==> src/design/scc_pkg.sv <==
package scc_pkg;

	// plain vector types
	typedef logic [7:0] byte_t;     // data or register byte
	typedef logic [3:0] reg_idx_t;  // register pointer, WR0 bits 2:0 plus point high
	typedef logic [2:0] wr0_cmd_t;  // WR0 bits 5:3
	typedef logic [1:0] rst_code_t; // WR9 bits 7:6
	typedef logic [2:0] bit_cnt_t;  // data bit position in a character

	// serial bit timing, fixed divisor
	localparam int BAUD_DIV = 16;   // clk cycles per bit
	localparam int BAUD_W = $clog2(BAUD_DIV);

	typedef logic [BAUD_W-1:0] baud_cnt_t;

	localparam baud_cnt_t BAUD_END = baud_cnt_t'(BAUD_DIV - 1);     // last cycle of a bit
	localparam baud_cnt_t BAUD_MID = baud_cnt_t'(BAUD_DIV / 2 - 1); // start bit centre

	// register indices
	localparam reg_idx_t RR_0    = 4'd0;  // also WR0, the command/pointer register
	localparam reg_idx_t RR_1    = 4'd1;
	localparam reg_idx_t RR_3    = 4'd3;
	localparam reg_idx_t RR_DATA = 4'd8;  // receive buffer through the pointer
	localparam reg_idx_t RR_15   = 4'd15;
	localparam reg_idx_t WR_1    = 4'd1;
	localparam reg_idx_t WR_3    = 4'd3;
	localparam reg_idx_t WR_9    = 4'd9;
	localparam reg_idx_t WR_15   = 4'd15;

	// WR0 command field
	localparam wr0_cmd_t CMD_POINT_HIGH  = 3'b001; // pointer gets bit 3 set
	localparam wr0_cmd_t CMD_RESET_EXT   = 3'b010; // reopen ext/status latch
	localparam wr0_cmd_t CMD_RX_FIRST    = 3'b100; // arm first char interrupt
	localparam wr0_cmd_t CMD_RESET_TX_IP = 3'b101;

	// WR9 reset field
	localparam rst_code_t RST_CHAN = 2'b10; // channel A reset
	localparam rst_code_t RST_HW   = 2'b11; // force hardware reset

	localparam byte_t WR15_RESET = 8'hf8; // ext/status enables after hw reset
	localparam byte_t RR1_CONST  = 8'h07; // all sent, residue code 011

	// cpu bus as seen by the register block
	typedef struct packed {
		logic  cs;
		logic  we;
		logic  data_sel;  // 1 data, 0 control
		logic  chan_a;    // 1 channel A, 0 channel B
		byte_t wdata;
	} bus_req_t;

	// channel configuration bits feeding the interrupt logic
	typedef struct packed {
		logic [1:0] rx_int_mode; // WR1 4:3
		logic       tx_int_en;   // WR1 1
		logic       ext_int_en;  // WR1 0
		logic       rx_en;       // WR3 0
		logic       dcd_ie;      // WR15 3
		logic       mie;         // WR9 3
	} chan_cfg_t;

	// single cycle command strobes
	typedef struct packed {
		logic soft_reset;
		logic hw_soft_reset;
		logic reset_ext;
		logic reset_tx_ip;
		logic rx_first_en;
		logic data_read;
	} cmd_t;

	typedef struct packed {
		logic rx;
		logic tx;
		logic ex;
	} irq_pend_t;

	typedef enum logic [1:0] {TX_IDLE, TX_START, TX_DATA, TX_STOP} tx_state_e;
	typedef enum logic [1:0] {RX_IDLE, RX_START, RX_DATA, RX_STOP} rx_state_e;

endpackage

==> src/design/scc_irq.sv <==
module scc_irq (
	input  logic               clk,
	input  logic               reset_hw,
	input  scc_pkg::chan_cfg_t i_cfg,
	input  scc_pkg::cmd_t      i_cmd,
	input  logic               i_rx_avail,
	input  logic               i_tx_idle,
	input  logic               i_dcd,
	output scc_pkg::irq_pend_t o_pend,
	output logic               o_dcd_view,
	output logic               o_irq_n
);
	import scc_pkg::*;

	logic latch_open;  // ext/status latch transparent
	logic dcd_latch;
	logic ex_ip;
	logic tx_ip;
	logic rx_first;    // first char armed
	logic tx_idle_q;
	logic do_latch;
	logic tx_done;
	logic rx_mode_hit;

	// the latch follows the pin while open, so a mismatch is a fresh edge
	assign do_latch = latch_open & i_cfg.dcd_ie & (i_dcd != dcd_latch);

	always_ff @(posedge clk or posedge reset_hw) begin
		if (reset_hw) begin
			latch_open <= 1'b1;
			dcd_latch  <= 1'b0;
			ex_ip      <= 1'b0;
		end else begin
			if (i_cmd.soft_reset || latch_open)
				dcd_latch <= i_dcd; // captures on the closing edge too
			if (i_cmd.soft_reset || i_cmd.reset_ext) begin
				latch_open <= 1'b1;
				ex_ip      <= 1'b0;
			end else if (do_latch) begin
				latch_open <= 1'b0; // hold until software acks
				if (i_cfg.ext_int_en)
					ex_ip <= 1'b1;
			end
		end
	end

	assign o_dcd_view = i_cfg.dcd_ie ? dcd_latch : i_dcd;

	// tx interrupt on the shifter going quiet
	assign tx_done = i_tx_idle & ~tx_idle_q;

	always_ff @(posedge clk or posedge reset_hw) begin
		if (reset_hw) begin
			tx_idle_q <= 1'b1;
			tx_ip     <= 1'b0;
		end else begin
			tx_idle_q <= i_tx_idle | i_cmd.soft_reset; // shifter forced idle by a reset
			if (i_cmd.soft_reset || i_cmd.reset_tx_ip)
				tx_ip <= 1'b0;
			else if (tx_done && i_cfg.tx_int_en)
				tx_ip <= 1'b1;
		end
	end

	always_ff @(posedge clk or posedge reset_hw) begin
		if (reset_hw)
			rx_first <= 1'b1;
		else if (i_cmd.soft_reset || i_cmd.rx_first_en)
			rx_first <= 1'b1;
		else if (i_cmd.data_read)
			rx_first <= 1'b0; // first char consumed
	end

	// mode 10 every char, mode 01 first char only, 00 and 11 never
	assign rx_mode_hit = (i_cfg.rx_int_mode == 2'b10) |
		((i_cfg.rx_int_mode == 2'b01) & rx_first);

	assign o_pend = '{
		rx: i_cfg.rx_en & i_rx_avail & rx_mode_hit,
		tx: tx_ip,
		ex: ex_ip
	};

	assign o_irq_n = ~(i_cfg.mie & (o_pend.rx | o_pend.tx | o_pend.ex));

endmodule

==> src/design/scc_regs.sv <==
module scc_regs (
	input  logic               clk,
	input  logic               reset_hw,
	input  scc_pkg::bus_req_t  i_bus,
	input  logic               i_rx_valid,
	input  scc_pkg::byte_t     i_rx_data,
	input  logic               i_tx_ready,
	input  logic               i_tx_idle,
	input  logic               i_dcd_view,
	input  scc_pkg::irq_pend_t i_pend,
	output scc_pkg::byte_t     o_rdata,
	output scc_pkg::chan_cfg_t o_cfg,
	output scc_pkg::cmd_t      o_cmd,
	output logic               o_tx_valid,
	output scc_pkg::byte_t     o_tx_data,
	output logic               o_rx_avail,
	output logic               o_chan_reset
);
	import scc_pkg::*;

	reg_idx_t rindex;      // pointer in use for the current access
	reg_idx_t rindex_next; // written pointer, taken over once cs drops
	byte_t    wr1;
	byte_t    wr3;
	logic     wr9_mie;
	byte_t    wr15;
	byte_t    tx_hold;     // transmit holding register
	logic     tx_full;
	byte_t    rx_data;     // receive data register
	logic     rx_avail;

	logic      ctl_acc;
	logic      ctl_wr;
	logic      data_wr;
	logic      data_rd;
	logic      wr0_wr;
	wr0_cmd_t  wr0_cmd;
	rst_code_t wr9_code;
	logic      soft_reset;
	logic      hw_soft_reset;

	// channel B accesses fall through every decode below
	assign ctl_acc = i_bus.cs & i_bus.chan_a & ~i_bus.data_sel;
	assign ctl_wr  = ctl_acc & i_bus.we;
	assign data_wr = i_bus.cs & i_bus.chan_a & i_bus.data_sel & i_bus.we;
	assign data_rd = i_bus.cs & i_bus.chan_a & i_bus.data_sel & ~i_bus.we;
	assign wr0_wr  = ctl_wr & (rindex == RR_0);

	assign wr0_cmd  = i_bus.wdata[5:3];
	assign wr9_code = i_bus.wdata[7:6];

	assign soft_reset    = ctl_wr & (rindex == WR_9) &
		((wr9_code == RST_CHAN) | (wr9_code == RST_HW));
	assign hw_soft_reset = ctl_wr & (rindex == WR_9) & (wr9_code == RST_HW);

	assign o_cmd = '{
		soft_reset:    soft_reset,
		hw_soft_reset: hw_soft_reset,
		reset_ext:     wr0_wr & (wr0_cmd == CMD_RESET_EXT),
		reset_tx_ip:   wr0_wr & (wr0_cmd == CMD_RESET_TX_IP),
		rx_first_en:   wr0_wr & (wr0_cmd == CMD_RX_FIRST),
		data_read:     data_rd
	};
	assign o_chan_reset = soft_reset; // to the serializers

	// pointer moves only between accesses so read data stays put while cs is high
	always_ff @(posedge clk or posedge reset_hw) begin
		if (reset_hw) begin
			rindex      <= '0;
			rindex_next <= '0;
		end else begin
			if (!i_bus.cs)
				rindex <= rindex_next;
			if (wr0_wr)
				rindex_next <= {wr0_cmd == CMD_POINT_HIGH, i_bus.wdata[2:0]};
			else if (ctl_acc)
				rindex_next <= '0; // back to WR0/RR0 after any other access
		end
	end

	always_ff @(posedge clk or posedge reset_hw) begin
		if (reset_hw) begin
			wr1     <= '0;
			wr3     <= '0;
			wr9_mie <= 1'b0;
			wr15    <= WR15_RESET;
		end else begin
			if (soft_reset)
				wr1 <= {2'b00, wr1[5], 2'b00, wr1[2], 2'b00}; // 5 and 2 survive
			else if (ctl_wr && rindex == WR_1)
				wr1 <= i_bus.wdata;
			if (ctl_wr && rindex == WR_3)
				wr3 <= i_bus.wdata;
			if (ctl_wr && rindex == WR_9)
				wr9_mie <= i_bus.wdata[3];
			if (hw_soft_reset)
				wr15 <= WR15_RESET;
			else if (ctl_wr && rindex == WR_15)
				wr15 <= i_bus.wdata;
		end
	end

	// holding register, a new write just overwrites a pending byte
	always_ff @(posedge clk or posedge reset_hw) begin
		if (reset_hw)
			tx_full <= 1'b0;
		else if (soft_reset)
			tx_full <= 1'b0;
		else if (data_wr)
			tx_full <= 1'b1;
		else if (tx_full && i_tx_ready)
			tx_full <= 1'b0; // handed to the shifter
	end

	always_ff @(posedge clk) begin
		if (data_wr)
			tx_hold <= i_bus.wdata;
		if (i_rx_valid)
			rx_data <= i_rx_data; // overrun just replaces
	end

	always_ff @(posedge clk or posedge reset_hw) begin
		if (reset_hw)
			rx_avail <= 1'b0;
		else if (soft_reset)
			rx_avail <= 1'b0;
		else if (i_rx_valid)
			rx_avail <= 1'b1;
		else if (data_rd)
			rx_avail <= 1'b0;
	end

	assign o_cfg = '{
		rx_int_mode: wr1[4:3],
		tx_int_en:   wr1[1],
		ext_int_en:  wr1[0],
		rx_en:       wr3[0],
		dcd_ie:      wr15[3],
		mie:         wr9_mie
	};

	assign o_tx_valid = tx_full;
	assign o_tx_data  = tx_hold;
	assign o_rx_avail = rx_avail;

	// read mux
	always_comb begin
		o_rdata = 8'hff; // channel B and unbuilt registers
		if (i_bus.chan_a) begin
			if (i_bus.data_sel)
				o_rdata = rx_data;
			else begin
				case (rindex)
					RR_0:    o_rdata = {1'b0, 1'b1, 2'b00, i_dcd_view,
						~tx_full & i_tx_idle, 1'b0, rx_avail};
					RR_1:    o_rdata = RR1_CONST;
					RR_3:    o_rdata = {2'b00, i_pend.rx, i_pend.tx, i_pend.ex, 3'b000};
					RR_DATA: o_rdata = rx_data;
					RR_15:   o_rdata = {wr15[7:3], 1'b0, wr15[1], 1'b0};
					default: o_rdata = 8'hff;
				endcase
			end
		end
	end

endmodule

==> src/design/scc_rx.sv <==
module scc_rx (
	input  logic           clk,
	input  logic           reset_hw,
	input  logic           i_soft_reset,
	input  logic           i_rxd,
	output logic           o_valid,
	output scc_pkg::byte_t o_data
);
	import scc_pkg::*;

	logic      rxd_meta;
	logic      rxd_sync;
	logic      rxd_prev;
	rx_state_e state;
	baud_cnt_t baud_cnt;
	bit_cnt_t  bit_cnt;
	byte_t     shreg;     // fills from the top, lsb first on the line
	logic      valid;
	logic      start_edge;
	logic      bit_end;

	// two flop synchronizer plus one stage for edge detect
	always_ff @(posedge clk or posedge reset_hw) begin
		if (reset_hw) begin
			rxd_meta <= 1'b1;
			rxd_sync <= 1'b1;
			rxd_prev <= 1'b1;
		end else begin
			rxd_meta <= i_rxd;
			rxd_sync <= rxd_meta;
			rxd_prev <= rxd_sync;
		end
	end

	assign start_edge = rxd_prev & ~rxd_sync; // mark to space
	assign bit_end    = (baud_cnt == BAUD_END);

	always_ff @(posedge clk or posedge reset_hw) begin
		if (reset_hw) begin
			state    <= RX_IDLE;
			baud_cnt <= '0;
			bit_cnt  <= '0;
			valid    <= 1'b0;
		end else if (i_soft_reset) begin
			state    <= RX_IDLE;
			baud_cnt <= '0;
			bit_cnt  <= '0;
			valid    <= 1'b0;
		end else begin
			valid    <= 1'b0;
			baud_cnt <= bit_end ? '0 : baud_cnt + 1'b1;
			case (state)
				RX_IDLE: begin
					baud_cnt <= '0;
					if (start_edge)
						state <= RX_START;
				end
				RX_START: if (baud_cnt == BAUD_MID) begin
					baud_cnt <= '0; // from here on every count lands mid-bit
					bit_cnt  <= '0;
					state    <= rxd_sync ? RX_IDLE : RX_DATA; // glitch, not a start
				end
				RX_DATA: if (bit_end) begin
					bit_cnt <= bit_cnt + 1'b1;
					if (bit_cnt == 3'd7)
						state <= RX_STOP;
				end
				RX_STOP: if (bit_end) begin
					state <= RX_IDLE;
					valid <= rxd_sync; // low stop bit, byte dropped
				end
				default: state <= RX_IDLE;
			endcase
		end
	end

	always_ff @(posedge clk) begin
		if (state == RX_DATA && bit_end)
			shreg <= {rxd_sync, shreg[7:1]};
	end

	assign o_valid = valid;
	assign o_data  = shreg; // stable until the next char's data bits

endmodule

==> src/design/scc_top.sv <==
module scc_top (
	input  logic           clk,
	input  logic           reset_hw,
	input  logic           i_cs,
	input  logic           i_we,
	input  logic [1:0]     i_rs,     // [1] data/ctl, [0] A/B
	input  scc_pkg::byte_t i_wdata,
	input  logic           i_rxd,
	input  logic           i_dcd,
	output scc_pkg::byte_t o_rdata,
	output logic           o_irq_n,
	output logic           o_txd,
	output logic           o_rts
);
	import scc_pkg::*;

	bus_req_t  bus;
	chan_cfg_t cfg;
	cmd_t      cmd;
	irq_pend_t pend;
	logic      tx_valid;
	logic      tx_ready;
	logic      tx_idle;
	byte_t     tx_data;
	logic      rx_valid;
	byte_t     rx_data;
	logic      rx_avail;
	logic      dcd_view;
	logic      chan_reset;

	assign bus = '{
		cs:       i_cs,
		we:       i_we,
		data_sel: i_rs[1],
		chan_a:   i_rs[0],
		wdata:    i_wdata
	};

	scc_regs u_regs (
		.clk          (clk),
		.reset_hw     (reset_hw),
		.i_bus        (bus),
		.i_rx_valid   (rx_valid),
		.i_rx_data    (rx_data),
		.i_tx_ready   (tx_ready),
		.i_tx_idle    (tx_idle),
		.i_dcd_view   (dcd_view),
		.i_pend       (pend),
		.o_rdata      (o_rdata),
		.o_cfg        (cfg),
		.o_cmd        (cmd),
		.o_tx_valid   (tx_valid),
		.o_tx_data    (tx_data),
		.o_rx_avail   (rx_avail),
		.o_chan_reset (chan_reset)
	);

	scc_irq u_irq (
		.clk        (clk),
		.reset_hw   (reset_hw),
		.i_cfg      (cfg),
		.i_cmd      (cmd),
		.i_rx_avail (rx_avail),
		.i_tx_idle  (tx_idle),
		.i_dcd      (i_dcd),
		.o_pend     (pend),
		.o_dcd_view (dcd_view),
		.o_irq_n    (o_irq_n)
	);

	scc_tx u_tx (
		.clk          (clk),
		.reset_hw     (reset_hw),
		.i_soft_reset (chan_reset),
		.i_valid      (tx_valid),
		.i_data       (tx_data),
		.o_ready      (tx_ready),
		.o_idle       (tx_idle),
		.o_txd        (o_txd)
	);

	scc_rx u_rx (
		.clk          (clk),
		.reset_hw     (reset_hw),
		.i_soft_reset (chan_reset),
		.i_rxd        (i_rxd),
		.o_valid      (rx_valid),
		.o_data       (rx_data)
	);

	assign o_rts = rx_avail; // raised while a char waits

endmodule

==> src/design/scc_tx.sv <==
module scc_tx (
	input  logic           clk,
	input  logic           reset_hw,
	input  logic           i_soft_reset,
	input  logic           i_valid,
	input  scc_pkg::byte_t i_data,
	output logic           o_ready,
	output logic           o_idle,
	output logic           o_txd
);
	import scc_pkg::*;

	tx_state_e state;
	baud_cnt_t baud_cnt;
	bit_cnt_t  bit_cnt;
	byte_t     shreg;     // lsb goes out next
	logic      txd;
	logic      bit_end;

	assign bit_end = (baud_cnt == BAUD_END);

	always_ff @(posedge clk or posedge reset_hw) begin
		if (reset_hw) begin
			state    <= TX_IDLE;
			baud_cnt <= '0;
			bit_cnt  <= '0;
			txd      <= 1'b1; // mark
		end else if (i_soft_reset) begin
			state    <= TX_IDLE;
			baud_cnt <= '0;
			bit_cnt  <= '0;
			txd      <= 1'b1;
		end else begin
			baud_cnt <= bit_end ? '0 : baud_cnt + 1'b1;
			case (state)
				TX_IDLE: begin
					baud_cnt <= '0;
					if (i_valid) begin
						state <= TX_START;
						txd   <= 1'b0; // start bit
					end
				end
				TX_START: if (bit_end) begin
					state   <= TX_DATA;
					txd     <= shreg[0];
					bit_cnt <= '0;
				end
				TX_DATA: if (bit_end) begin
					if (bit_cnt == 3'd7) begin
						state <= TX_STOP;
						txd   <= 1'b1;
					end else begin
						txd     <= shreg[0];
						bit_cnt <= bit_cnt + 1'b1;
					end
				end
				TX_STOP: if (bit_end)
					state <= TX_IDLE;
				default: state <= TX_IDLE;
			endcase
		end
	end

	always_ff @(posedge clk) begin
		if (state == TX_IDLE && i_valid)
			shreg <= i_data;
		else if (bit_end && (state == TX_START || state == TX_DATA))
			shreg <= {1'b0, shreg[7:1]};
	end

	assign o_ready = (state == TX_IDLE); // takes a byte only between chars
	assign o_idle  = (state == TX_IDLE);
	assign o_txd   = txd;

endmodule

==> config.mk <==
export PLATFORM = sky130hd
export DESIGN_NAME = scc_top
export DESIGN_NICKNAME = d
export VERILOG_FILES = /design/src/design/scc_pkg.sv /design/src/design/scc_irq.sv /design/src/design/scc_regs.sv /design/src/design/scc_rx.sv /design/src/design/scc_top.sv /design/src/design/scc_tx.sv
export SDC_FILE = /design/constraint.sdc
export NUM_CORES = 1
export LEC_CHECK = 0
export BUFFER_PORTS_ARGS = -buffer_cell sky130_fd_sc_hd__buf_2
export CELL_PAD_IN_SITES_DETAIL_PLACEMENT = 0
export CELL_PAD_IN_SITES_GLOBAL_PLACEMENT = 1
export CORE_UTILIZATION = 44
export CTS_BUF_LIST = sky130_fd_sc_hd__clkbuf_2 sky130_fd_sc_hd__clkbuf_4 sky130_fd_sc_hd__clkbuf_8
export DETAILED_ROUTE_END_ITERATION = 10
export PLACE_DENSITY_LB_ADDON = 0.1
export SYNTH_ARGS = -nofsm -noshare
export SYNTH_HDL_FRONTEND = slang
export SYNTH_SLANG_ARGS = --single-unit
export TNS_END_PERCENT = 10
==> constraint.sdc <==
create_clock -name clk -period 1.85 [get_ports clk]
set_clock_uncertainty 0.2 [all_clocks]
set_input_delay 0.0925 -clock clk [delete_from_list [all_inputs] [get_ports clk]]
set_output_delay 0.0925 -clock clk [all_outputs]
set_load 0.01 [all_outputs]
# Word-level counts from Yosys, hierarchy flattened

Cells that the tools add are included.

Logic and storage cells: 206
Input port bits: 16
Register bits: 86
Output and inout port bits: 11

Eq/ne operators: 36
Mux-type cells: 66
Add/sub/neg operators: 4
Reduce and logical (&&, ||, !) cells: 36
Bitwise gates (word level): 34

Operators by type and width:

| kind                                                   | count |
|---|---|
| two-way mux 8 bit                                      | 6 |
| case mux 8 bit (5 select lines)                        | 1 |
| two-way mux 4 bit                                      | 8 |
| inequality test 3 x 2 -> 1 bit (second input constant) | 9 |
| two-way mux 2 bit                                      | 13 |
| two-way mux 1 bit                                      | 23 |
| bitwise AND 1 bit                                      | 22 |
| two-way mux 3 bit                                      | 7 |
| == test 4 bit (second input constant)                  | 5 |
| case mux 2 bit (4 select lines)                        | 2 |
| nonzero test 2 bit                                     | 8 |
| == test 2 bit (second input constant)                  | 7 |
| == test 3 bit (second input constant)                  | 4 |
| case mux 3 bit (2 select lines)                        | 2 |
| nonzero test 3 bit                                     | 4 |
| two-way mux 5 bit                                      | 2 |
| AND reduction 5 bit                                    | 2 |
| adder 4 x 1 -> 4 bit (second input constant)           | 2 |
| logical AND 1 bit                                      | 8 |
| case mux 4 bit (2 select lines)                        | 1 |
| AND reduction 4 bit                                    | 2 |
| inverter 1 bit                                         | 7 |
| adder 3 x 1 -> 3 bit (second input constant)           | 2 |
| == test 2 x 1 -> 1 bit (second input constant)         | 3 |
| 15 further kinds                                       | 26 |

# Logic depth before layout (Yosys ltp)

Depth in word-level cells: 8
Gate-level depth with buffers: 7
Gate-level depth less buffers: 6

# By module

A second synthesis with hierarchy kept.

Cell total of the unflattened synthesis: 356
Area, all modules: 4042.6 µm²

By module, submodules not included:

| module   | area an instance (µm²) | seq. area each (µm²) | instances | cells an instance |
|---|---|---|---|---|
| scc_regs | 1825.5                 | 1037.2               | 1         | 170 |
| scc_tx   | 982.2                  | 491.7                | 1         | 83 |
| scc_rx   | 935.9                  | 569.3                | 1         | 74 |
| scc_irq  | 299.0                  | 153.9                | 1         | 29 |

# Worst setup path after synthesis

OpenSTA, ideal clock, no wires.

Path type: flip-flop to flip-flop
Start point: register u_tx.state[0]
End point: register u_tx.state[1]
Data required time: 1531 ps
Buffers on the path: 0
Stages on the path, launching flop included: 7
Path slack: -54 ps
Clock period less this slack: 1904 ps
Data arrival time: 1585 ps
Setup time: 119 ps
Cell sequence: dfrtp_1 > inv_1 > ha_1 > or3_1 > a31oi_1 > mux2i_1 > nor2_1

Longest elaborated chain between the ends: 3
Elaborated cells between the ends (all ways): 12
Classes of those cells: eq/ne: 8; mux: 2; reduce/logical: 2

Ends and longest elaborated chain:

| item                                                               | line         | source |
|---|---|---|
| from (decl)                                                        | scc_tx.sv:13 | `tx_state_e state;` |
| from (signal assigned)                                             | scc_tx.sv:24 | `state <= TX_IDLE;` |
| from (signal assigned)                                             | scc_tx.sv:29 | `state <= TX_IDLE;` |
| from (signal assigned)                                             | scc_tx.sv:39 | `state <= TX_START;` |
| == test 2 x 1 -> 1 bit (tied with other cells)                     | scc_tx.sv:35 | `case (state)` |
| inequality test 3 x 2 -> 1 bit (no line) (tied with other cells)   | n/a          |  |
| AND reduction 5 bit (no line) or two-way mux 2 bit (tied branches) | n/a          |  |

Parallel ways exist; a longest one is shown, timed or not.
A chain may end at the register's enable or synchronous reset.

# Worst setup path in the final report

Start point: register u_regs.rindex[1]
End point: output o_rdata[3]

Longest elaborated chain between the ends: 4
Elaborated cells between the ends (all ways): 8
Classes of those cells: eq/ne: 4; mux: 3; reduce/logical: 1

Ends and longest elaborated chain:

| item                                  | line            | source |
|---|---|---|
| from (decl)                           | scc_regs.sv:21  | `reg_idx_t rindex;` |
| from (signal assigned)                | scc_regs.sv:73  | `rindex <= rindex_next;` |
| == test 4 bit (tied with other cells) | scc_regs.sv:153 | `case (rindex)` |
| case mux 8 bit (5 select lines) *     | scc_regs.sv:153 |  |
| two-way mux 8 bit *                   | scc_regs.sv:150 | `if (i_bus.data_sel)` |
| two-way mux 8 bit *                   | scc_regs.sv:149 | `if (i_bus.chan_a) begin` |
| to (decl)                             | scc_top.sv:10   | `output scc_pkg::byte_t o_rdata,` |

Every way passes the cells marked *; elsewhere a longest branch is shown, timed or not.

==> flow_metrics.env <==
export IMPL_syn_avg_cell_area_um2=11.7
export IMPL_cp_slowest_cell="dfrtp_2"
export IMPL_powerDensity_nw_per_um2=1150
export IMPL_clock_fmax_mhz=495
export IMPL_htreeDepth=3
export IMPL_root_buffer="clkbuf_8"
export IMPL_clk_pin_slew_worst_paths_ns=0.09
export IMPL_rr_startpoint="u_tx.state[0]"
export IMPL_drtPass1Iterations=4
export IMPL_wirelength_mm=8.74
export IMPL_initial_utilization=0.456
export IMPL_arrival_ns=1.73
export IMPL_hold_start="i_we"
export IMPL_drv_cap=0
export IMPL_ys_ff_latch=83
export IMPL_wl_per_cell_um=16.2
export IMPL_criticalPathCategory="flop to output pin"
export IMPL_critPathMaxStageDelay_ns=0.49
export IMPL_cts_sinks=83
export IMPL_clock_latency_ns=0.35
export IMPL_min_period_ns=2.02
export IMPL_tightest_slew_ns=0.411
export IMPL_grt_pass1_vias=2918
export IMPL_io_pins=27
export IMPL_clockBufferDepth=2
export IMPL_drv_slew=0
export IMPL_drtIter0Drc=103
export IMPL_synthFlopType="dfrtp_1"
export IMPL_ant_nets=0
export IMPL_outcome="finished with violations"
export IMPL_antenna_cells=0
export IMPL_drive_gt1_frac=0.386
export IMPL_die_area_um2=9460
export IMPL_tritoncts="yes"
export IMPL_hold_violations=0
export IMPL_relSlewSlack=0.726
export IMPL_syn2layout_area_growth_pct=26.5
export IMPL_fp_row_count=34
export IMPL_peakVddDrop_uv=590
export IMPL_r2r_slack_ns=-0.09
export IMPL_endpoint_kind="output pin"
export IMPL_worstReg2RegEnd="u_tx.state[1]"
export IMPL_yosysUniqueCellTypes=65
export IMPL_viasPerCell=5.34
export IMPL_fill_cells=793
export IMPL_die_h_um=97.3
export IMPL_io_buffers=26
export IMPL_multi_input_area_um2=1700
export IMPL_antenna_found_initial=0
export IMPL_drc_errors=0
export IMPL_routabilityCongestion=0.807
export IMPL_synth_fp_nets=369
export IMPL_required_ns=1.56
export IMPL_fin_util=0.576
export IMPL_async_flop_share=0.614
export IMPL_crit_fanout=6
export IMPL_grt_pass1_wl_mm=14.8
export IMPL_numCtsBuffers=9
export IMPL_syn_inst=342
export IMPL_setup_slack_ns=-0.169
export IMPL_p_leak_nw=2.14
export IMPL_yosys_top_cells_area="dfrtp_1 24%, edfxtp_1 24%, dfstp_2 7.9%, mux2_2 3.9%, ha_1 3.4%"
export IMPL_final_seq_area_um2=2260
export IMPL_fin_nets=452
export IMPL_synthesis_area_um2=3990
export IMPL_r2r_worst_path_cells=6
export IMPL_holdPathStages=4
export IMPL_synth_top_area_frac=0.244
export IMPL_yosysWarnings=0
export IMPL_grt_max_degree=52
export IMPL_yosysTopAreaCell="dfrtp_1"
export IMPL_synth_seq_area_share=0.564
export IMPL_die_w_um=97.3
export IMPL_worstHoldEndpoint="u_regs.wr15[6]"
export IMPL_synth_commonest_cells="39 x dfrtp_1, 32 x edfxtp_1, 29 x nand2_1, 25 x o21ai_0, 24 x nor2_1"
export IMPL_grt_usage=0.198
export IMPL_critPathLaunchType="flop"
export IMPL_grt_overflow=0
export IMPL_path_cells="buf_6 -> nor2b_1 -> o31a_1 -> a22oi_2 -> o211ai_1 -> buf_2"
export IMPL_setup_viol_count_final=10
export IMPL_holdWs_ns=0.00812
export IMPL_vias=2875
export IMPL_yosysMostFrequentCell="dfrtp_1"
export IMPL_hpwl_mm=6.17
export IMPL_min_path_type="input pin to flop"
export IMPL_core_area_um2=8760
export IMPL_rsz0062_at_grt="true"
export IMPL_violations="negative setup slack"
export IMPL_period_share=1.09
export IMPL_synth_edf_count=32
## power breakdown
group	internal, mW	switching [mW]
registers	2.24	0.259
logic	0.992	0.959
clock network	0.656	0.686
total	3.88	1.90
## state kept, by name, indices dropped and copies added (netlist names), 2 cells and up
signal / count
u_regs.wr1: 4
u_tx.shreg: 8
u_regs.o_tx_data: 8
u_rx.state: 2
u_tx.state: 2
u_rx.o_data: 8
u_regs.wr15: 6
u_regs.rindex_next: 4
u_rx.baud_cnt: 4
u_rx.bit_cnt: 3
u_tx.bit_cnt: 3
u_regs.rindex: 4
u_regs.rx_data: 8
u_tx.baud_cnt: 4
## cells in the final DEF (no fill, tap or decap), types with 4 or more instances in the layout
| cell | instances |
|---|---|
| ha_1 | 9 |
| nand4_1 | 4 |
| and3_1 | 4 |
| buf_4 | 42 |
| nor3_2 | 8 |
| o21ai_0 | 20 |
| buf_2 | 26 |
| a21oi_1 | 16 |
| mux2i_1 | 6 |
| dfrtp_1 | 36 |
| nor2_1 | 21 |
| dfstp_2 | 12 |
| edfxtp_1 | 32 |
| nor2_2 | 4 |
| nand4b_1 | 4 |
| nand3b_1 | 4 |
| nand2_1 | 29 |
| buf_12 | 5 |
| mux2_2 | 14 |
| buf_6 | 4 |
| clkbuf_8 | 9 |
| dlygate4sd3_1 | 12 |
| nand3_1 | 12 |
| o21ai_1 | 6 |
| inv_1 | 8 |
## metal layers
layer / routed length, um / GRT usage / part of all wire
met1: 4200 / 0.277 / 0.48
met2: 4180 / 0.313 / 0.48
met3: 254 / 0.0367 / 0.029
met4: 108 / 0.0656 / 0.012
met5: 0 / 0 / 0
## critical path: cells and delay by family, from the launching register on
kind / cells / cell delay (ns)
DFF: 1 / 0.49
AOI/OAI and AO/OA: 3 / 0.49
buffers and inverters: 2 / 0.29
and+or+nand+nor: 1 / 0.12
## repair_timing
item,in CTS,in global routing
pin swaps,4,5
hold buffers,12,0
buffers inserted,9,1
hold endpoints to repair,85,0
endpoints found under the setup margin,15,25
resized for setup,10,30
## stage by stage
stage | worst slack [ns] | cells | setup TNS [ns] | total power [mW] | cell area [um^2]
after floorplan | 0.00176 | 342 | 0 | 3.67 | 4010
after global placement | 0.00995 | 500 | 0 | 4.25 | 4540
after detailed placement | -0.0606 | 500 | -0.0721 | 4.28 | 4540
after CTS | -0.197 | 537 | -1.37 | 5.76 | 4950
after global routing | -0.259 | 538 | -2.42 | 6.22 | 5050
final | -0.169 | 538 | -1.15 | 5.79 | 5050
## final cells by class
cell class / instances / area share
sequential: 83 / 0.447
clock inverter: 6 / 0.0146
inverter: 11 / 0.00817
multi-input combinational: 231 / 0.337
clock buffer: 10 / 0.0260
tap: 108 / 0.0268
timing repair buffer: 89 / 0.141
## worst max-delay path by stage
stage | start | cells past startpoint | slack (ns) | endpoint
after global routing | u_regs.rindex[1] | 6 | -0.26 | o_rdata[0]
final | u_regs.rindex[1] | 6 | -0.17 | o_rdata[3]
after CTS | u_regs.rindex[1] | 6 | -0.20 | o_rdata[3]
after floorplan | u_tx.state[0] | 6 | 0.002 | u_tx.state[1]
after global placement | u_tx.state[0] | 6 | 0.01 | u_tx.state[1]
after detailed placement | u_tx.state[0] | 7 | -0.06 | u_tx.state[1]
## cells by family after synthesis
logic type / count (synthesis) / share of synthesized area
xor gates and xnor gates: 4 / 0.00877
muxes: 21 / 0.0573
and+or+nand+nor: 118 / 0.174
buffers and inverters: 28 / 0.0373
adders and majority gates: 11 / 0.0345
AOI/OAI and AO/OA: 77 / 0.124
DFF: 83 / 0.564
Power figures use the tool's default switching activity.
